==> src/hdl/isa_pkg.sv <==
`default_nettype none

package isa_pkg;

	// Register code as it sits in the opcode fields
	// B, C, D, E, H, L, (HL), A
	typedef logic [2:0] reg_idx_t;

	localparam reg_idx_t REG_H      = 3'd4;
	localparam reg_idx_t REG_L      = 3'd5;
	// Code 6 is the indirect byte, not a register
	localparam reg_idx_t REG_HL_IND = 3'd6;
	localparam reg_idx_t REG_A      = 3'd7;

	// ALU group order matches opcode bits 5:3
	typedef enum logic [3:0] {
		ALU_ADD,
		ALU_ADC,
		ALU_SUB,
		ALU_SBC,
		ALU_AND,
		ALU_XOR,
		ALU_OR,
		ALU_CP,
		ALU_INC,
		ALU_DEC
	} alu_op_t;

	// Same bit order as F[7:4]
	typedef struct packed {
		logic z;
		logic n;
		logic h;
		logic c;
	} flags_t;

	// One register file update, issued in phase 3
	typedef struct packed {
		// 8-bit register write
		logic        we;
		reg_idx_t    dst;
		logic [7:0]  data;
		// Pair write, code 0 BC, 1 DE, 2 HL
		logic        pair_we;
		logic [1:0]  pair;
		logic [15:0] pair_data;
		// Flag write
		logic        flags_we;
		flags_t      flags;
		// Hold C as it was (INC/DEC)
		logic        keep_c;
	} reg_write_t;

endpackage

`default_nettype wire

==> src/hdl/bus_pkg.sv <==
`default_nettype none

package bus_pkg;

	// Kind of the current machine cycle
	typedef enum logic [2:0] {
		OP_FETCH,
		IMML_FETCH,
		IMMH_FETCH,
		IND_FETCH,
		IND_STORE,
		JUMP
	} mstate_t;

	// Clock within a machine cycle, 0 to 3
	typedef logic [1:0] phase_t;

	// Memory side of the core
	typedef struct packed {
		logic [15:0] adr;
		logic [7:0]  dout;
		logic        ddrv;
		logic        read;
		logic        write;
	} mem_bus_t;

	// Request for the next machine cycle
	typedef struct packed {
		mstate_t     next;
		logic        adr_ld;
		logic [15:0] adr;
		logic        dout_ld;
		logic [7:0]  dout;
		logic        pc_ld;
		logic [15:0] pc_tgt;
	} access_t;

	// Bytes latched from din
	typedef struct packed {
		logic [7:0] op;
		logic [7:0] imml;
		logic [7:0] immh;
	} fetched_t;

endpackage

`default_nettype wire

==> src/hdl/alu8.sv <==
`timescale 1ns/100ps
`default_nettype none

module alu8 (
	input  isa_pkg::alu_op_t op,
	input  logic [7:0]       a,
	input  logic [7:0]       b,
	input  logic             carry_in,
	output logic [7:0]       res,
	output isa_pkg::flags_t  flags
);

	// Carry into bit 0 for ADC and SBC only
	logic       cin;
	// Bit 8 and bit 4 are carry or borrow out
	logic [8:0] full;
	logic [4:0] low;

	assign cin = carry_in && ((op == isa_pkg::ALU_ADC) || (op == isa_pkg::ALU_SBC));

	always_comb
	begin
		full  = 9'd0;
		low   = 5'd0;
		res   = 8'd0;
		flags = '0;
		case (op)
		isa_pkg::ALU_ADD, isa_pkg::ALU_ADC:
		begin
			full = {1'b0, a} + {1'b0, b} + {8'd0, cin};
			low  = {1'b0, a[3:0]} + {1'b0, b[3:0]} + {4'd0, cin};
		end
		isa_pkg::ALU_SUB, isa_pkg::ALU_SBC, isa_pkg::ALU_CP:
		begin
			full    = {1'b0, a} - {1'b0, b} - {8'd0, cin};
			low     = {1'b0, a[3:0]} - {1'b0, b[3:0]} - {4'd0, cin};
			flags.n = 1'b1;
		end
		isa_pkg::ALU_AND:
		begin
			full    = {1'b0, a & b};
			flags.h = 1'b1;
		end
		isa_pkg::ALU_XOR: full = {1'b0, a ^ b};
		isa_pkg::ALU_OR:  full = {1'b0, a | b};
		isa_pkg::ALU_INC:
		begin
			full = {1'b0, b} + 9'd1;
			low  = {1'b0, b[3:0]} + 5'd1;
		end
		isa_pkg::ALU_DEC:
		begin
			full    = {1'b0, b} - 9'd1;
			low     = {1'b0, b[3:0]} - 5'd1;
			flags.n = 1'b1;
		end
		default:
			;
		endcase
		res = full[7:0];
		// Logic ops leave low at zero, AND forces H above
		if ((op != isa_pkg::ALU_AND) && (op != isa_pkg::ALU_XOR) && (op != isa_pkg::ALU_OR))
			flags.h = low[4];
		flags.c = full[8];
		flags.z = res == 8'd0;
	end

endmodule

`default_nettype wire

==> src/hdl/reg_file.sv <==
`timescale 1ns/100ps
`default_nettype none

module reg_file (
	input  logic                clk,
	input  logic                reset,
	input  isa_pkg::reg_idx_t   src_sel,
	input  isa_pkg::reg_idx_t   dst_sel_inc,
	input  logic [7:0]          imml,
	input  isa_pkg::reg_write_t wr,
	output logic [7:0]          a,
	output logic [7:0]          src,
	output logic [7:0]          inc_src,
	output logic [15:0]         hl,
	output isa_pkg::flags_t     f
);

	// Indexed by register code, slot 6 stays unused
	logic [7:0] rf [0:7];

	assign a  = rf[isa_pkg::REG_A];
	assign hl = {rf[isa_pkg::REG_H], rf[isa_pkg::REG_L]};

	// Code 6 reads the latched (HL) or immediate byte
	assign src     = (src_sel == isa_pkg::REG_HL_IND) ? imml : rf[src_sel];
	assign inc_src = (dst_sel_inc == isa_pkg::REG_HL_IND) ? imml : rf[dst_sel_inc];

	always_ff @(posedge clk)
	begin
		if (wr.we && (wr.dst != isa_pkg::REG_HL_IND))
			rf[wr.dst] <= wr.data;
		// Pair code doubles as the high register index
		if (wr.pair_we)
		begin
			rf[{wr.pair, 1'b0}] <= wr.pair_data[15:8];
			rf[{wr.pair, 1'b1}] <= wr.pair_data[7:0];
		end
	end

	always_ff @(posedge clk)
	begin
		if (reset)
			f <= '0;
		else if (wr.flags_we)
		begin
			f.z <= wr.flags.z;
			f.n <= wr.flags.n;
			f.h <= wr.flags.h;
			f.c <= wr.keep_c ? f.c : wr.flags.c;
		end
	end

	// Decoder never issues both write kinds in one cycle
	assert property (@(posedge clk) disable iff (reset) !(wr.we && wr.pair_we));

endmodule

`default_nettype wire

==> src/hdl/instr_control.sv <==
`timescale 1ns/100ps
`default_nettype none

module instr_control (
	input  bus_pkg::mstate_t    mstate,
	input  bus_pkg::phase_t     phase,
	input  bus_pkg::fetched_t   fetched,
	input  logic [15:0]         pc,
	input  logic [15:0]         hl,
	input  logic [7:0]          src,
	input  isa_pkg::flags_t     acc_flags,
	input  logic [7:0]          alu_res,
	input  isa_pkg::flags_t     alu_flags,
	output isa_pkg::reg_idx_t   src_sel,
	output isa_pkg::alu_op_t    alu_op,
	output bus_pkg::access_t    access,
	output isa_pkg::reg_write_t wr
);

	// Instruction groups
	typedef enum logic [2:0] {
		CL_NOP,
		CL_LD_RR,
		CL_LD_D8,
		CL_LD_D16,
		CL_ALU,
		CL_ALU_D8,
		CL_INCDEC,
		CL_JP
	} op_class_t;

	op_class_t         op_class;
	logic [7:0]        op;
	isa_pkg::reg_idx_t dst;
	isa_pkg::reg_idx_t srcf;
	logic              taken;

	assign op   = fetched.op;
	assign dst  = op[5:3];
	assign srcf = op[2:0];

	// Z or C against opcode bit 3, unconditional when bit 0 set
	assign taken = op[0] || ((op[4] ? acc_flags.c : acc_flags.z) == op[3]);

	always_comb
	begin
		casez (op)
		8'h76:                      op_class = CL_NOP;
		8'b01??????:                op_class = CL_LD_RR;
		8'b00???110:                op_class = CL_LD_D8;
		8'h01, 8'h11, 8'h21:        op_class = CL_LD_D16;
		8'b10??????:                op_class = CL_ALU;
		8'b11???110:                op_class = CL_ALU_D8;
		8'b00???10?:                op_class = CL_INCDEC;
		8'hc3, 8'hc2, 8'hca,
		8'hd2, 8'hda:               op_class = CL_JP;
		default:                    op_class = CL_NOP;
		endcase
	end

	// INC/DEC work on bits 5:3, the group on bits 2:0
	assign src_sel = (op_class == CL_INCDEC) ? dst : srcf;
	assign alu_op  = (op_class == CL_INCDEC) ?
		(op[0] ? isa_pkg::ALU_DEC : isa_pkg::ALU_INC) :
		isa_pkg::alu_op_t'({1'b0, op[5:3]});

	always_comb
	begin
		// Back to opcode fetch unless a case says otherwise
		access.next    = bus_pkg::OP_FETCH;
		access.adr_ld  = 1'b0;
		access.adr     = pc;
		access.dout_ld = 1'b0;
		access.dout    = src;
		access.pc_ld   = 1'b0;
		access.pc_tgt  = {fetched.immh, fetched.imml};

		wr.we        = 1'b0;
		wr.dst       = dst;
		wr.data      = src;
		wr.pair_we   = 1'b0;
		wr.pair      = op[5:4];
		wr.pair_data = {fetched.immh, fetched.imml};
		wr.flags_we  = 1'b0;
		wr.flags     = alu_flags;
		wr.keep_c    = 1'b0;

		case (op_class)
		CL_LD_RR:
			if (srcf == isa_pkg::REG_HL_IND)
			begin
				// LD r,(HL) reads first, then writes r
				if (mstate == bus_pkg::OP_FETCH)
				begin
					access.next   = bus_pkg::IND_FETCH;
					access.adr    = hl;
					access.adr_ld = 1'b1;
				end
				else
					wr.we = 1'b1;
			end
			else if (dst == isa_pkg::REG_HL_IND)
			begin
				if (mstate == bus_pkg::OP_FETCH)
				begin
					access.next    = bus_pkg::IND_STORE;
					access.adr     = hl;
					access.adr_ld  = 1'b1;
					access.dout_ld = 1'b1;
				end
			end
			else
				wr.we = 1'b1;
		CL_LD_D8:
			if (mstate == bus_pkg::OP_FETCH)
				access.next = bus_pkg::IMML_FETCH;
			else if (mstate == bus_pkg::IMML_FETCH)
			begin
				// src is the immediate here
				if (dst == isa_pkg::REG_HL_IND)
				begin
					access.next    = bus_pkg::IND_STORE;
					access.adr     = hl;
					access.adr_ld  = 1'b1;
					access.dout_ld = 1'b1;
				end
				else
					wr.we = 1'b1;
			end
		CL_LD_D16:
			if (mstate == bus_pkg::OP_FETCH)
				access.next = bus_pkg::IMML_FETCH;
			else if (mstate == bus_pkg::IMML_FETCH)
				access.next = bus_pkg::IMMH_FETCH;
			else
				wr.pair_we = 1'b1;
		CL_ALU, CL_ALU_D8:
			if ((mstate == bus_pkg::OP_FETCH) && (srcf == isa_pkg::REG_HL_IND))
			begin
				if (op_class == CL_ALU_D8)
					access.next = bus_pkg::IMML_FETCH;
				else
				begin
					access.next   = bus_pkg::IND_FETCH;
					access.adr    = hl;
					access.adr_ld = 1'b1;
				end
			end
			else
			begin
				// CP only updates flags
				wr.dst      = isa_pkg::REG_A;
				wr.data     = alu_res;
				wr.we       = alu_op != isa_pkg::ALU_CP;
				wr.flags_we = 1'b1;
			end
		CL_INCDEC:
		begin
			wr.data   = alu_res;
			wr.keep_c = 1'b1;
			if (dst == isa_pkg::REG_HL_IND)
			begin
				// Read, modify, write back to the same address
				if (mstate == bus_pkg::OP_FETCH)
				begin
					access.next   = bus_pkg::IND_FETCH;
					access.adr    = hl;
					access.adr_ld = 1'b1;
				end
				else if (mstate == bus_pkg::IND_FETCH)
				begin
					access.next    = bus_pkg::IND_STORE;
					access.dout    = alu_res;
					access.dout_ld = 1'b1;
					wr.flags_we    = 1'b1;
				end
			end
			else
			begin
				wr.we       = 1'b1;
				wr.flags_we = 1'b1;
			end
		end
		CL_JP:
			case (mstate)
			bus_pkg::OP_FETCH:   access.next = bus_pkg::IMML_FETCH;
			bus_pkg::IMML_FETCH: access.next = bus_pkg::IMMH_FETCH;
			// Extra cycle only when taken
			bus_pkg::IMMH_FETCH: access.next = taken ? bus_pkg::JUMP : bus_pkg::OP_FETCH;
			default:             access.pc_ld = 1'b1;
			endcase
		default:
			;
		endcase

		// Writes land only on the phase 3 edge
		if (phase != 2'd3)
		begin
			wr.we       = 1'b0;
			wr.pair_we  = 1'b0;
			wr.flags_we = 1'b0;
		end
	end

endmodule

`default_nettype wire

==> src/hdl/bus_cycle_seq.sv <==
`timescale 1ns/100ps
`default_nettype none

module bus_cycle_seq #(
	parameter logic [15:0] RESET_PC = 16'h0000
) (
	input  logic              clk,
	input  logic              reset,
	input  logic [7:0]        din,
	input  bus_pkg::access_t  access,
	output bus_pkg::mem_bus_t bus,
	output logic [15:0]       pc,
	output bus_pkg::mstate_t  mstate,
	output bus_pkg::phase_t   phase,
	output bus_pkg::fetched_t fetched
);

	logic [15:0] adr_q;
	logic [7:0]  dout_q;
	logic        ddrv_q;
	logic        read_q;
	logic        write_q;

	// Cycle kinds
	logic        pc_fetch;
	logic        rd_cycle;
	logic        wr_cycle;

	// Opcode and immediates come from PC
	assign pc_fetch = (mstate == bus_pkg::OP_FETCH) || (mstate == bus_pkg::IMML_FETCH) ||
		(mstate == bus_pkg::IMMH_FETCH);
	assign rd_cycle = pc_fetch || (mstate == bus_pkg::IND_FETCH);
	assign wr_cycle = mstate == bus_pkg::IND_STORE;

	assign bus = '{adr: adr_q, dout: dout_q, ddrv: ddrv_q, read: read_q, write: write_q};

	// Phase counter, state, PC and strobes
	always_ff @(posedge clk)
	begin
		if (reset)
		begin
			phase   <= 2'd0;
			mstate  <= bus_pkg::OP_FETCH;
			pc      <= RESET_PC;
			ddrv_q  <= 1'b0;
			read_q  <= 1'b0;
			write_q <= 1'b0;
		end
		else
		begin
			phase <= phase + 2'd1;
			case (phase)
			2'd0:
			begin
				// Release data for reads, drive it ahead of a write
				if (rd_cycle)
					ddrv_q <= 1'b0;
				else if (wr_cycle)
					ddrv_q <= 1'b1;
			end
			2'd1:
			begin
				if (rd_cycle)
					read_q <= 1'b1;
				if (wr_cycle)
					write_q <= 1'b1;
				if (pc_fetch)
					pc <= pc + 16'd1;
			end
			2'd2:
				write_q <= 1'b0;
			2'd3:
			begin
				read_q <= 1'b0;
				mstate <= access.next;
				// Taken jump
				if (access.pc_ld)
					pc <= access.pc_tgt;
			end
			endcase
		end
	end

	// Address, store byte and fetched bytes
	always_ff @(posedge clk)
	begin
		case (phase)
		2'd0:
			if (pc_fetch)
				adr_q <= pc;
		2'd2:
			if (rd_cycle)
			begin
				case (mstate)
				bus_pkg::OP_FETCH:   fetched.op   <= din;
				bus_pkg::IMMH_FETCH: fetched.immh <= din;
				// Immediate low byte or the (HL) byte
				default:             fetched.imml <= din;
				endcase
			end
		2'd3:
		begin
			if (access.adr_ld)
				adr_q <= access.adr;
			if (access.dout_ld)
				dout_q <= access.dout;
		end
		default:
			;
		endcase
	end

	// Strobes are exclusive
	assert property (@(posedge clk) disable iff (reset) !(bus.read && bus.write));

	// Store data is on the bus for the whole write pulse
	assert property (@(posedge clk) disable iff (reset) bus.write |-> bus.ddrv);

endmodule

`default_nettype wire

==> src/hdl/cpu_core.sv <==
`timescale 1ns/100ps
`default_nettype none

module cpu_core #(
	parameter logic [15:0] RESET_PC = 16'h0000
) (
	input  logic              clk,
	input  logic              reset,
	input  logic [7:0]        din,
	output bus_pkg::mem_bus_t bus,
	output logic [15:0]       pc,
	output isa_pkg::flags_t   f
);

	bus_pkg::access_t    access;
	bus_pkg::mstate_t    mstate;
	bus_pkg::phase_t     phase;
	bus_pkg::fetched_t   fetched;
	isa_pkg::reg_write_t wr;
	isa_pkg::alu_op_t    alu_op;
	// Register code of the ALU operand
	isa_pkg::reg_idx_t   alu_sel;
	isa_pkg::flags_t     alu_flags;
	logic [7:0]          a;
	logic [7:0]          src;
	logic [7:0]          alu_b;
	logic [7:0]          alu_res;
	logic [15:0]         hl;

	bus_cycle_seq #(
		.RESET_PC(RESET_PC)
	) i_bus_cycle_seq (
		.clk    (clk),
		.reset  (reset),
		.din    (din),
		.access (access),
		.bus    (bus),
		.pc     (pc),
		.mstate (mstate),
		.phase  (phase),
		.fetched(fetched)
	);

	instr_control i_instr_control (
		.mstate   (mstate),
		.phase    (phase),
		.fetched  (fetched),
		.pc       (pc),
		.hl       (hl),
		.src      (src),
		.acc_flags(f),
		.alu_res  (alu_res),
		.alu_flags(alu_flags),
		.src_sel  (alu_sel),
		.alu_op   (alu_op),
		.access   (access),
		.wr       (wr)
	);

	// Load source is always opcode bits 2:0
	reg_file i_reg_file (
		.clk        (clk),
		.reset      (reset),
		.src_sel    (fetched.op[2:0]),
		.dst_sel_inc(alu_sel),
		.imml       (fetched.imml),
		.wr         (wr),
		.a          (a),
		.src        (src),
		.inc_src    (alu_b),
		.hl         (hl),
		.f          (f)
	);

	alu8 i_alu8 (
		.op      (alu_op),
		.a       (a),
		.b       (alu_b),
		.carry_in(f.c),
		.res     (alu_res),
		.flags   (alu_flags)
	);

endmodule

`default_nettype wire

==> config.mk <==
export PLATFORM = sky130hd
export DESIGN_NAME = cpu_core
export DESIGN_NICKNAME = d
export VERILOG_FILES = /design/src/hdl/isa_pkg.sv /design/src/hdl/bus_pkg.sv /design/src/hdl/alu8.sv /design/src/hdl/reg_file.sv /design/src/hdl/instr_control.sv /design/src/hdl/bus_cycle_seq.sv /design/src/hdl/cpu_core.sv
export SDC_FILE = /design/constraint.sdc
export NUM_CORES = 1
export LEC_CHECK = 0
export BUFFER_PORTS_ARGS = -buffer_cell sky130_fd_sc_hd__buf_2
export CAP_MARGIN = 20
export CORE_AREA = 2 2 138 140
export CTS_CLUSTER_SIZE = 8
export DETAILED_ROUTE_END_ITERATION = 8
export DIE_AREA = 0 0 140 142
export GPL_ROUTABILITY_DRIVEN = 0
export PLACE_DENSITY_LB_ADDON = 0.1
export SYNTH_ARGS = -nofsm -noshare
export SYNTH_HDL_FRONTEND = slang
export SYNTH_SLANG_ARGS = --single-unit
==> constraint.sdc <==
create_clock -name clk -period 13.5 [get_ports clk]
set_input_delay 0.675 -clock clk [delete_from_list [all_inputs] [get_ports clk]]
set_output_delay 0.675 -clock clk [all_outputs]
set_load 0.02 [all_outputs]
* After elaboration in Yosys (flattened, before gate mapping)
Memories as Yosys holds them, arrays and structs flattened. A register that Yosys moved wholly into a read port is not among the register bits. Index checks and enable logic that the tools add are counted. W data, S select, Z words.
Storage, ports and cells: flip-flop bits (word level) 76, bits in latches 0, RAM bits 64, memory bits (read-only) 0, bits of input ports 10, output and inout bits 47, logic and storage cells 206, memories kept 1
Operators by class: $add $sub $neg 14, $mul 0, div/mod/pow operators 0, $lt $le $gt $ge 0, equal/unequal tests 53, shift operators 0, multiplexer cells 81, bitwise gates (word level) 5, reductions and logical operators 37
Memories:
- i_reg_file.rf | depth 8, bits a word 8, rd ports 5, clocked after Yosys merged registers in 1, wr ports 2, line reg_file.sv:19 | logic [7:0] rf [0:7];
Operators with widths (number):
- $mux W21 | 4
- $pmux W17 S4 | 1
- $mux W16 | 4
- $pmux W16 S2 | 2
- $pmux W9 S7 | 1
- $eq A8 B8 Y1 const B | 5
- $mux W19 | 2
- $mux W17 | 2
- $mux W1 | 32
- $mux W8 | 4
- $mux W3 | 10
- $mux W29 | 1
- $eq A3 B3 Y1 const B | 8
- $pmux W3 S7 | 1
- $mux W20 | 1
- $pmux W5 S4 | 1
- $mux W18 | 1
- $mux W9 | 2
- $pmux W3 S6 | 1
- $add A16 B1 Y16 const B | 1
- $eq A4 B3 Y1 const B | 4
- $ne A4 B3 Y1 const B | 4
- $pmux W8 S2 | 1
- $reduce_and A3 Y1 | 5
- other kinds (54) | 92

* Depth between registers and ports, before layout
Gate-level depths: netlist (run 1).
word-level depth 18, gate-level depth with buffers 18, mapped depth without buffers 15

* Modules after synthesis
From an unflattened synthesis (run 1), not the netlist that was laid out.
Unflattened totals: cell total of the unflattened synthesis 1012, area total of the unflattened synthesis 10069.7 µm²
By module, submodules not included:
- reg_file | instances 1, cells an instance 301, area an instance 3631.0 µm², seq. area each 1761.7 µm²
- bus_cycle_seq | instances 1, cells an instance 286, area an instance 3265.6 µm², seq. area each 1921.8 µm²
- alu8 | instances 1, cells an instance 247, area an instance 1818.0 µm², seq. area each 0.0 µm²
- instr_control | instances 1, cells an instance 178, area an instance 1355.0 µm², seq. area each 0.0 µm²

* Least setup slack after synthesis (run 1)
OpenSTA, ideal clock, no wires.
kind register -> register, start point register, netlist name i_bus_cycle_seq.fetched[17], end point memory i_reg_file.rf[0][7], data pin, setup time 0.260 ns, data arrival time 5.248 ns, data required time 13.240 ns, slack 7.993 ns, stages on the path, launching flop included 19, buffers on the path 3, clock period less this slack 5.507 ns, path through edfxtp_1 buf_2 nor4b_4 mux2i_2 clkbuf_1 mux4_2 mux2_2 ha_1 clkbuf_1 inv_1 ha_1 nor4b_1 a211oi_1 a21oi_1 nor4b_1 or2_2 nor4_4 o21ai_2 mux2_2
RTL lines (line):
- end: declaration | reg_file.sv:19

==> run summary, run 1 <==
status: complete, but fails checks
violated checks: design-rule violations
Layout Nets: 1026
Initial Util: 51.8%
fraction of layout instances using a drive strength above 1: 21.4%
number of global-route vias before repair: 7244
worst clock skew: 10.7 ps
fin area: 10700 um^2
placed cell count: 1183
Reg2Reg Setup Slack: 7390 ps
Power Internal: 875 uW
Post-CTS Resized: 0
worst-margin pin slew: 936 ps
final setup violation count: 0
worst path required time: 13620 ps
Top Ports: 57
highest clock rate: 164 MHz
crit path max fanout: 21
root buffer cell: clkbuf_16
number of flops mapped to enable cells by yosys: 112
Static Leak: 0.00409 uW
CTS sink cnt: 143
Detailed Routing Iterations Pass 1: 7
Tcrit/Tclk final: 45.3%
largest net degree at the start of global routing: 44
Ys Warns: 0
maximum clock path buffer count: 2
Synth async-reset ratio: 0%
reg2reg start: i_bus_cycle_seq.fetched[17]$_DFFE_PP_
switching power total: 341 uW
WP data arrival: 6240 ps
Hold/Removal Path Class: flop to flop
GRT Util Overall: 28.6%
DRC: 2
FP Rows: 50
maximum VDD drop: 0.0909 mV
Vias/cell: 6.40
H-tree levels: 4
Crit Path Category: flop to flop
setup_tns: 0 ps
first-pass GRT wire length: 42900 um
Yosys top cell area share: 35.2%
Hold Path Depth: 2
post-DP HPWL: 20900 um
Sw Share: 28.0%
die width: 140 um
CTS tree: yes
Clock Latency Late Sink: 430 ps
CTS Buf Count: 17
reg2reg path depth: 17
synthesis-to-finish area growth: 11.6%
count of final hold-check violations: 0
initial antenna violation count: 0
number of nets with antenna violations after routing: 0
Setup Buffers After CTS: 0
grt ovf: 0
critical path startpoint: i_bus_cycle_seq.fetched[17]$_DFFE_PP_
Routed WL per cell: 22.9 um
post-synth top area cell: edfxtp_1
total die area: 19900 um^2
register area share after synthesis: 41.7%
hold endpoint: i_bus_cycle_seq.write_q$_SDFFE_PP0P_
CTS clk-pin slew, worst paths: 60 ps
combinational share of power: 19.2%
Hold Slack: 464 ps
CP Launch Type: flop
Layout Cells excl Fill: 1216
Slew Viols, Final: 0
max-capacitance violation count: 0
ys flop type: edfxtp_1
Yosys cell types: 86
Post-Synthesis Cells: 928
CP endpoint kind: flop
CTS Hold Bufs: 0
Core Region: 18500 um^2
sequential power share: 42.3%
Rel. slew slack: 37.1%
hold path start: i_bus_cycle_seq.write_q$_SDFFE_PP0P_
Port Buffers: 56
number of synthesized register bits: 143
Synth Area per Inst: 10.3 um^2
minimum clock period: 6110 ps
power share of the clock group: 38.5%
initial drt markers: 765
fillcell total: 1584
RSZ-0062 raised after global routing: false
WL final: 27900 um
pwr/cell area: 114 nW/um^2
placed inst area: 10100 um^2
via count: 7781
synth top area cells: edfxtp_1, mux4_2, dfxtp_1, mux2_2, ha_1
Die H: 142 um
Syn Std Cell Area: 9560 um^2
reg2reg end: i_reg_file.rf[0][6]$_DFFE_PP_
Antenna diodes: 0
==> worst max-delay path, cell delays in order (launching register included) <==
cell and delay, ps:
edfxtp_1 620, nor4b_4 340, buf_4 290, mux2i_2 230, buf_4 330, mux2_4 350
nor4_4 630, inv_1 180, fa_1 450, inv_1 90, fa_1 210, a21oi_1 120
o21ba_2 220, o31a_1 260, xnor2_1 150, o221ai_1 260, a221oi_1 890, a21oi_1 180
==> cell usage after synthesis, drive strengths merged (10+ instances only) <==
library cell,count
edfxtp,112
nor2,102
a21oi,69
nand2,56
inv,52
o21ai,51
mux2,48
clkbuf,43
ha,42
dfxtp,31
mux4,30
nor3,22
nand3,20
mux2i,19
a211oi,14
buf,14
nor2b,13
xnor2,12
a221oi,10
and3,10
==> per-layer routing <==
metal  track usage (%)  part of all wire [%]  vias up
met5                 0                     0        -
met4              12.0                   3.2        0
met3              5.01                   8.5       53
met2              43.8                    45      438
met1              40.4                    43     3719
li1                  -                     -     3571
==> worst max-delay path by stage <==
stage | to | depth (start not counted)
after floorplan | i_reg_file.rf[0][7]$_DFFE_PP_ | 18
after global placement | i_reg_file.rf[5][6]$_DFFE_PP_ | 17
after detailed placement | i_reg_file.rf[0][6]$_DFFE_PP_ | 17
after CTS | i_reg_file.rf[0][6]$_DFFE_PP_ | 17
after global routing | i_reg_file.rf[0][6]$_DFFE_PP_ | 17
final | i_reg_file.rf[0][6]$_DFFE_PP_ | 17
==> power groups by stage <==
stage,Clock [uW],Sequential (uW),Combinational [uW]
4_1_cts,474,517,227
6_report,468,515,233
3_5_place_dp,0,526,225
5_1_grt,491,516,255
3_3_place_gp,0,525,223
2_1_floorplan,0,527,163
==> through the flow <==
step	util [%]	setup WS (ps)	power [uW]
final	57.8	7390	1220
after global placement	54.4	7610	748
after global routing	57.8	6960	1260
after detailed placement	54.5	7490	750
after floorplan	-	7990	690
after CTS	57.7	7410	1220
==> cells by family after synthesis <==
kind of cell	count (synthesis)	share of synthesized area, %
AO/OA/AOI/OAI	231	16.0
XOR/XNOR	13	1.19
adder cells (fa/ha/maj)	47	6.54
buffers and inverters	110	4.55
flip-flops	143	41.7
multiplexers	97	14.8
other	1	0.0392
AND/OR/NAND/NOR	286	15.2
==> state kept, by name, indices dropped and copies added, names as in the netlist, named ones only <==
signal	cells
i_bus_cycle_seq.write_q	1
i_reg_file.f	4
i_bus_cycle_seq.fetched	24
i_reg_file.rf	64
i_bus_cycle_seq.ddrv_q	1
i_bus_cycle_seq.pc	16
i_bus_cycle_seq.phase	2
i_bus_cycle_seq.adr_q	16
i_bus_cycle_seq.read_q	1
i_bus_cycle_seq.mstate	3
i_bus_cycle_seq.dout_q	8
==> area by class of cell <==
class	count	area (um^2)	area share, %
multi-input cells	682	5190	48.6
flip-flops and latches	143	3980	37.3
clock buffers	20	447	4.19
repair buffers	72	425	3.99
well taps	234	293	2.74
inverters	53	199	1.86
clock inverters	12	133	1.24
==> cell usage in the layout (no fill, tap or decap), drive strengths merged, types with 8 or more instances in the layout <==
| cell | n |
|---|---|
| nand2b | 9 |
| a221oi | 10 |
| mux2 | 48 |
| nand3 | 20 |
| mux2i | 19 |
| a21oi | 69 |
| nor2b | 13 |
| o21ai | 51 |
| a211oi | 14 |
| and2 | 8 |
| dfxtp | 31 |
| nand2 | 56 |
| a31o | 8 |
| conb | 8 |
| clkbuf | 20 |
| inv | 56 |
| mux4 | 30 |
| xnor2 | 12 |
| nor3 | 22 |
| edfxtp | 112 |
| nor2 | 102 |
| ha | 42 |
| a21o | 8 |
| buf | 72 |
| and3 | 10 |
(Power assumes the default switching activity.)
==> run 2: changes to the inputs <==
clock period = 5.2 ns   (was 13.5 ns; I/O delays follow)
==> run 2 against run 1 <==
Sequential share of layout area decreased by 0.51 points; clock power increased by 140%; critical path depth decreased by 1; highest routed layer unchanged; non-clock buffer count increased by 23; the run still ends with design-rule violations left; flip-flop and latch count unchanged; routed wire length increased by 2.1%; clock skew decreased by 2.9 ps.
==> run summary, run 2 (same netlist as run 1, synthesis figures left out) <==
H-tree levels: 4
Pwr Total: 3070 uW
worst path required time: 5370 ps
max reg flops: 64
CP endpoint kind: flop
highest clock rate: 196 MHz
Core Region: 18500 um^2
placed cell count: 1205
biggest regs: i_reg_file.rf (64), i_bus_cycle_seq.fetched (24)
grt ovf: 0
crit path max fanout: 8
Detailed Routing Iterations Pass 1: 7
Static Leak: 0.00417 uW
Largest Register: i_reg_file.rf
pwr/cell area: 284 nW/um^2
commonest non-fill, non-tap cell in the layout: edfxtp_1
minimum clock period: 5090 ps
via count: 7915
final setup violation count: 0
power share of the clock group: 35.9%
GRT Util Overall: 29.2%
GR Util met1: 40.3%
synthesis-to-finish area growth: 13.2%
Crit Path Category: flop to flop
Initial Util: 51.8%
CTS Buf Count: 17
Hold Slack: 44.2 ps
Hold/Removal Path Class: primary input to flop
Top Ports: 57
Layout Nets: 1049
Slew Viols, Final: 0
gr busiest metal: met2
fraction of layout instances using a drive strength above 1: 23.2%
die width: 140 um
WP data arrival: 5260 ps
Port Buffers: 56
Layout Cells excl Fill: 1239
number of nets with antenna violations after routing: 0
CTS clk-pin slew, worst paths: 60 ps
worst-margin pin slew: 985 ps
routing usage on met3: 5.05%
Rel. slew slack: 33.9%
Tcrit/Tclk final: 98.0%
Die H: 142 um
Final Util: 58.6%
switching power total: 897 uW
count of final hold-check violations: 0
largest net degree at the start of global routing: 43
first-pass GRT wire length: 44000 um
initial antenna violation count: 0
CP Launch Type: flop
sequential power share: 43.3%
maximum clock path buffer count: 2
initial drt markers: 694
met2 global-route usage: 47.0%
maximum VDD drop: 0.234 mV
Antenna diodes: 0
worst clock skew: 7.76 ps
max-capacitance violation count: 0
DRC: 1
post-DP HPWL: 21600 um
FP Rows: 50
CTS sink cnt: 143
total die area: 19900 um^2
root buffer cell: clkbuf_16
Power Internal: 2180 uW
number of global-route vias before repair: 7299
combinational share of power: 20.8%
WL final: 28500 um
Clock Latency Late Sink: 430 ps
CTS tree: yes
violated checks: design-rule violations
CTS Hold Bufs: 0
Sw Share: 29.2%
status: complete, but fails checks
Vias/cell: 6.39
Routed WL per cell: 23.0 um
most frequent cells in the layout: edfxtp_1, nor2_1, a21oi_1, nand2_1, buf_2
run 2: what timing repair did:
action | in CTS | in global routing
gates resized for setup | 0 | 3
buffers inserted | 0 | 1
endpoints found under the setup margin | 0 | 18
endpoints found under the hold margin | 0 | 0
run 2: power groups by stage:
stage	registers (uW)	clock network, uW	logic, uW
2_1_floorplan	1370	0	425
3_3_place_gp	1360	0	605
3_5_place_dp	1360	0	610
4_1_cts	1340	1120	614
5_1_grt	1340	1170	691
6_report	1330	1100	639
run 2: worst max-delay path, cell delays in order, from the launching register on:
cell	delay [ps]
edfxtp_1	480
nor4b_4	400
mux2i_4	300
buf_12	160
mux4_2	490
mux2_2	330
ha_1	310
inv_1	70
ha_1	270
nor4b_2	350
a211oi_2	150
a21oi_1	220
nor4b_1	80
or2_2	340
nor4_4	400
o21ai_2	170
mux2_2	310
run 2: final timing paths:
path / from / endpoint / slack, ps / cells past startpoint
worst min-delay path: din[5] / i_bus_cycle_seq.fetched[13]$_DFFE_PP_ / 40 / 1
worst min register to register: i_bus_cycle_seq.write_q$_SDFFE_PP0P_ / i_bus_cycle_seq.write_q$_SDFFE_PP0P_ / 460 / 2
worst max register to register: i_bus_cycle_seq.fetched[17]$_DFFE_PP_ / i_reg_file.rf[0][7]$_DFFE_PP_ / 110 / 16
worst max-delay path: i_bus_cycle_seq.fetched[17]$_DFFE_PP_ / i_reg_file.rf[0][7]$_DFFE_PP_ / 110 / 16
run 2: cell type report:
class | count | area (um^2)
clock buffer | 20 | 437
sequential | 143 | 3980
tap | 234 | 293
inverter | 53 | 199
timing repair buffer | 95 | 606
multi-input combinational | 682 | 5210
fill | 1607 | 7640
clock inverter | 12 | 87.6
run 2: per-stage QoR:
stage / TNS, ps / worst slack, ps / cell area (um^2)
after floorplan: 0 / 34.1 / 9610
after global placement: 0 / 140 / 10200
after detailed placement: 0 / 60.6 / 10200
after CTS: 0 / 21.5 / 10800
after global routing: -632 / -93.8 / 10800
final: 0 / 106 / 10800
run 2: routing by layer:
layer  wire length (um)  up-vias
met5                  0        -
met4                752        0
met3               1860       53
met2              13400      360
met1              12500     3886
li1                   -     3616
==> run 3: changes to the inputs <==
RECOVER_POWER = 100   (was unset)
==> run 3 against run 2 <==
The run still ends with design-rule violations left; clock power barely moved; first-iteration DRC count fell by 9.8%; fmax rose by 0.11%; final cell count did not move; clock skew barely moved; power fell by 0.29%; worst hold slack improved by 43 ps; critical endpoint unchanged; via count rose by 0.11%; sequential power barely moved; combinational power fell by 2%.
==> run summary, run 3 (same netlist as run 1, synthesis figures left out) <==
status: complete, but fails checks
violated checks: design-rule violations
synthesis-to-finish area growth: 12.2%
Antenna diodes: 0
Largest Register: i_reg_file.rf
DRC: 1
initial antenna violation count: 0
worst clock skew: 7.46 ps
number of global-route vias before repair: 7299
Layout Nets: 1049
H-tree levels: 4
Crit Path Category: flop to flop
largest net degree at the start of global routing: 43
pwr/cell area: 286 nW/um^2
worst path required time: 5370 ps
first-pass GRT wire length: 44000 um
WP data arrival: 5260 ps
setup ws final: 112 ps
fraction of layout instances using a drive strength above 1: 16.3%
crit path max fanout: 8
Storage cell area: 3980 um^2
hold path start: din[5]
fillcell total: 1632
Routed WL per cell: 23.0 um
FP Rows: 50
Hold Slack: 86.9 ps
CP endpoint kind: flop
multi-input logic area: 5210 um^2
root buffer cell: clkbuf_16
grt ovf: 0
CTS clk-pin slew, worst paths: 60 ps
final setup violation count: 0
Tcrit/Tclk final: 97.9%
GRT Util Overall: 29.2%
CTS sink cnt: 143
Detailed Routing Iterations Pass 1: 7
post-DP HPWL: 21600 um
reg2reg start: i_bus_cycle_seq.fetched[17]$_DFFE_PP_
maximum clock path buffer count: 2
Port Buffers: 56
number of nets with antenna violations after routing: 0
Rel. slew slack: 27.3%
highest clock rate: 197 MHz
critical path startpoint: i_bus_cycle_seq.fetched[17]$_DFFE_PP_
Slew Viols, Final: 0
initial drt markers: 626
minimum clock period: 5090 ps
WL final: 28500 um
max reg flops: 64
Clock Latency Late Sink: 430 ps
CTS Buf Count: 17
Hold/Removal Path Class: primary input to flop
biggest regs: i_reg_file.rf (64), i_bus_cycle_seq.fetched (24)
commonest non-fill, non-tap cell in the layout: edfxtp_1
Core Region: 18500 um^2
die width: 140 um
Vias/cell: 6.40
max-capacitance violation count: 0
worst-margin pin slew: 1090 ps
CTS tree: yes
Initial Util: 51.8%
Static Leak: 0.00395 uW
total die area: 19900 um^2
maximum VDD drop: 0.229 mV
count of final hold-check violations: 0
via count: 7924
CP Launch Type: flop
most frequent cells in the layout: edfxtp_1, nor2_1, a21oi_1, clkbuf_1, nand2_1
pre-CTS setup slack: 60.6 ps
Die H: 142 um
Top Ports: 57
==> run 3: area by class of cell <==
cell class,count,share of cell area (%)
clock buffers,20,4.07
well taps,234,2.73
inverters,53,1.85
repair buffers,95,4.83
multi-input cells,682,48.6
clock inverters,12,0.817
flip-flops and latches,143,37.1
==> run 3: worst max-delay path, stage by stage (launching register included) <==
cell and delay (ps):
edfxtp_1 480, nor4b_4 400, mux2i_4 300, buf_12 160, mux4_2 490, mux2_2 330, ha_1 310, inv_1 70
ha_1 270, nor4b_2 350, a211oi_2 150, a21oi_1 230, nor4b_1 80, or2_2 340, nor4_4 400, o21ai_2 170
mux2_2 300
==> run 3: repair_timing <==
action	CTS	global route
hold buffers	0	0
gates resized for setup	0	3
buffers inserted	0	1
endpoints found under the setup margin	0	18
==> run 3: through the flow <==
step                setup TNS [ps]  util [%]  total power [uW]  cell area [um^2]  instances
floorplan                        0         -              1790              9610        935
global placement                 0      55.4              1960             10200       1205
detailed placement               0      55.4              1970             10200       1205
CTS                              0      58.3              3070             10800       1237
global route                  -632      58.1              3190             10700       1239
finish                           0      58.1              3070             10700       1239
==> run 3: power by group <==
| part | total (uW) | switching [uW] | internal [uW] |
|---|---|---|---|
| registers | 1330 | 32.1 | 1300 |
| clock network | 1100 | 494 | 611 |
| logic | 628 | 371 | 257 |
| total | 3070 | 897 | 2170 |
==> run 3: worst paths after layout <==
| kind | endpoint | slack (ps) | cells past startpoint |
|---|---|---|---|
| worst min register to register | i_bus_cycle_seq.write_q$_SDFFE_PP0P_ | 460 | 2 |
| worst max register to register | i_reg_file.rf[0][7]$_DFFE_PP_ | 110 | 16 |
| worst min-delay path | i_bus_cycle_seq.fetched[13]$_DFFE_PP_ | 90 | 1 |
| worst max-delay path | i_reg_file.rf[0][7]$_DFFE_PP_ | 110 | 16 |
==> run 3: layer usage <==
layer | vias to the layer above | global-route usage (%) | wire (um)
li1 | 3619 | - | -
met1 | 3888 | 40.3 | 12600
met2 | 361 | 47.0 | 13300
met3 | 56 | 5.05 | 1810
met4 | 0 | 10.0 | 771
met5 | - | 0 | 0
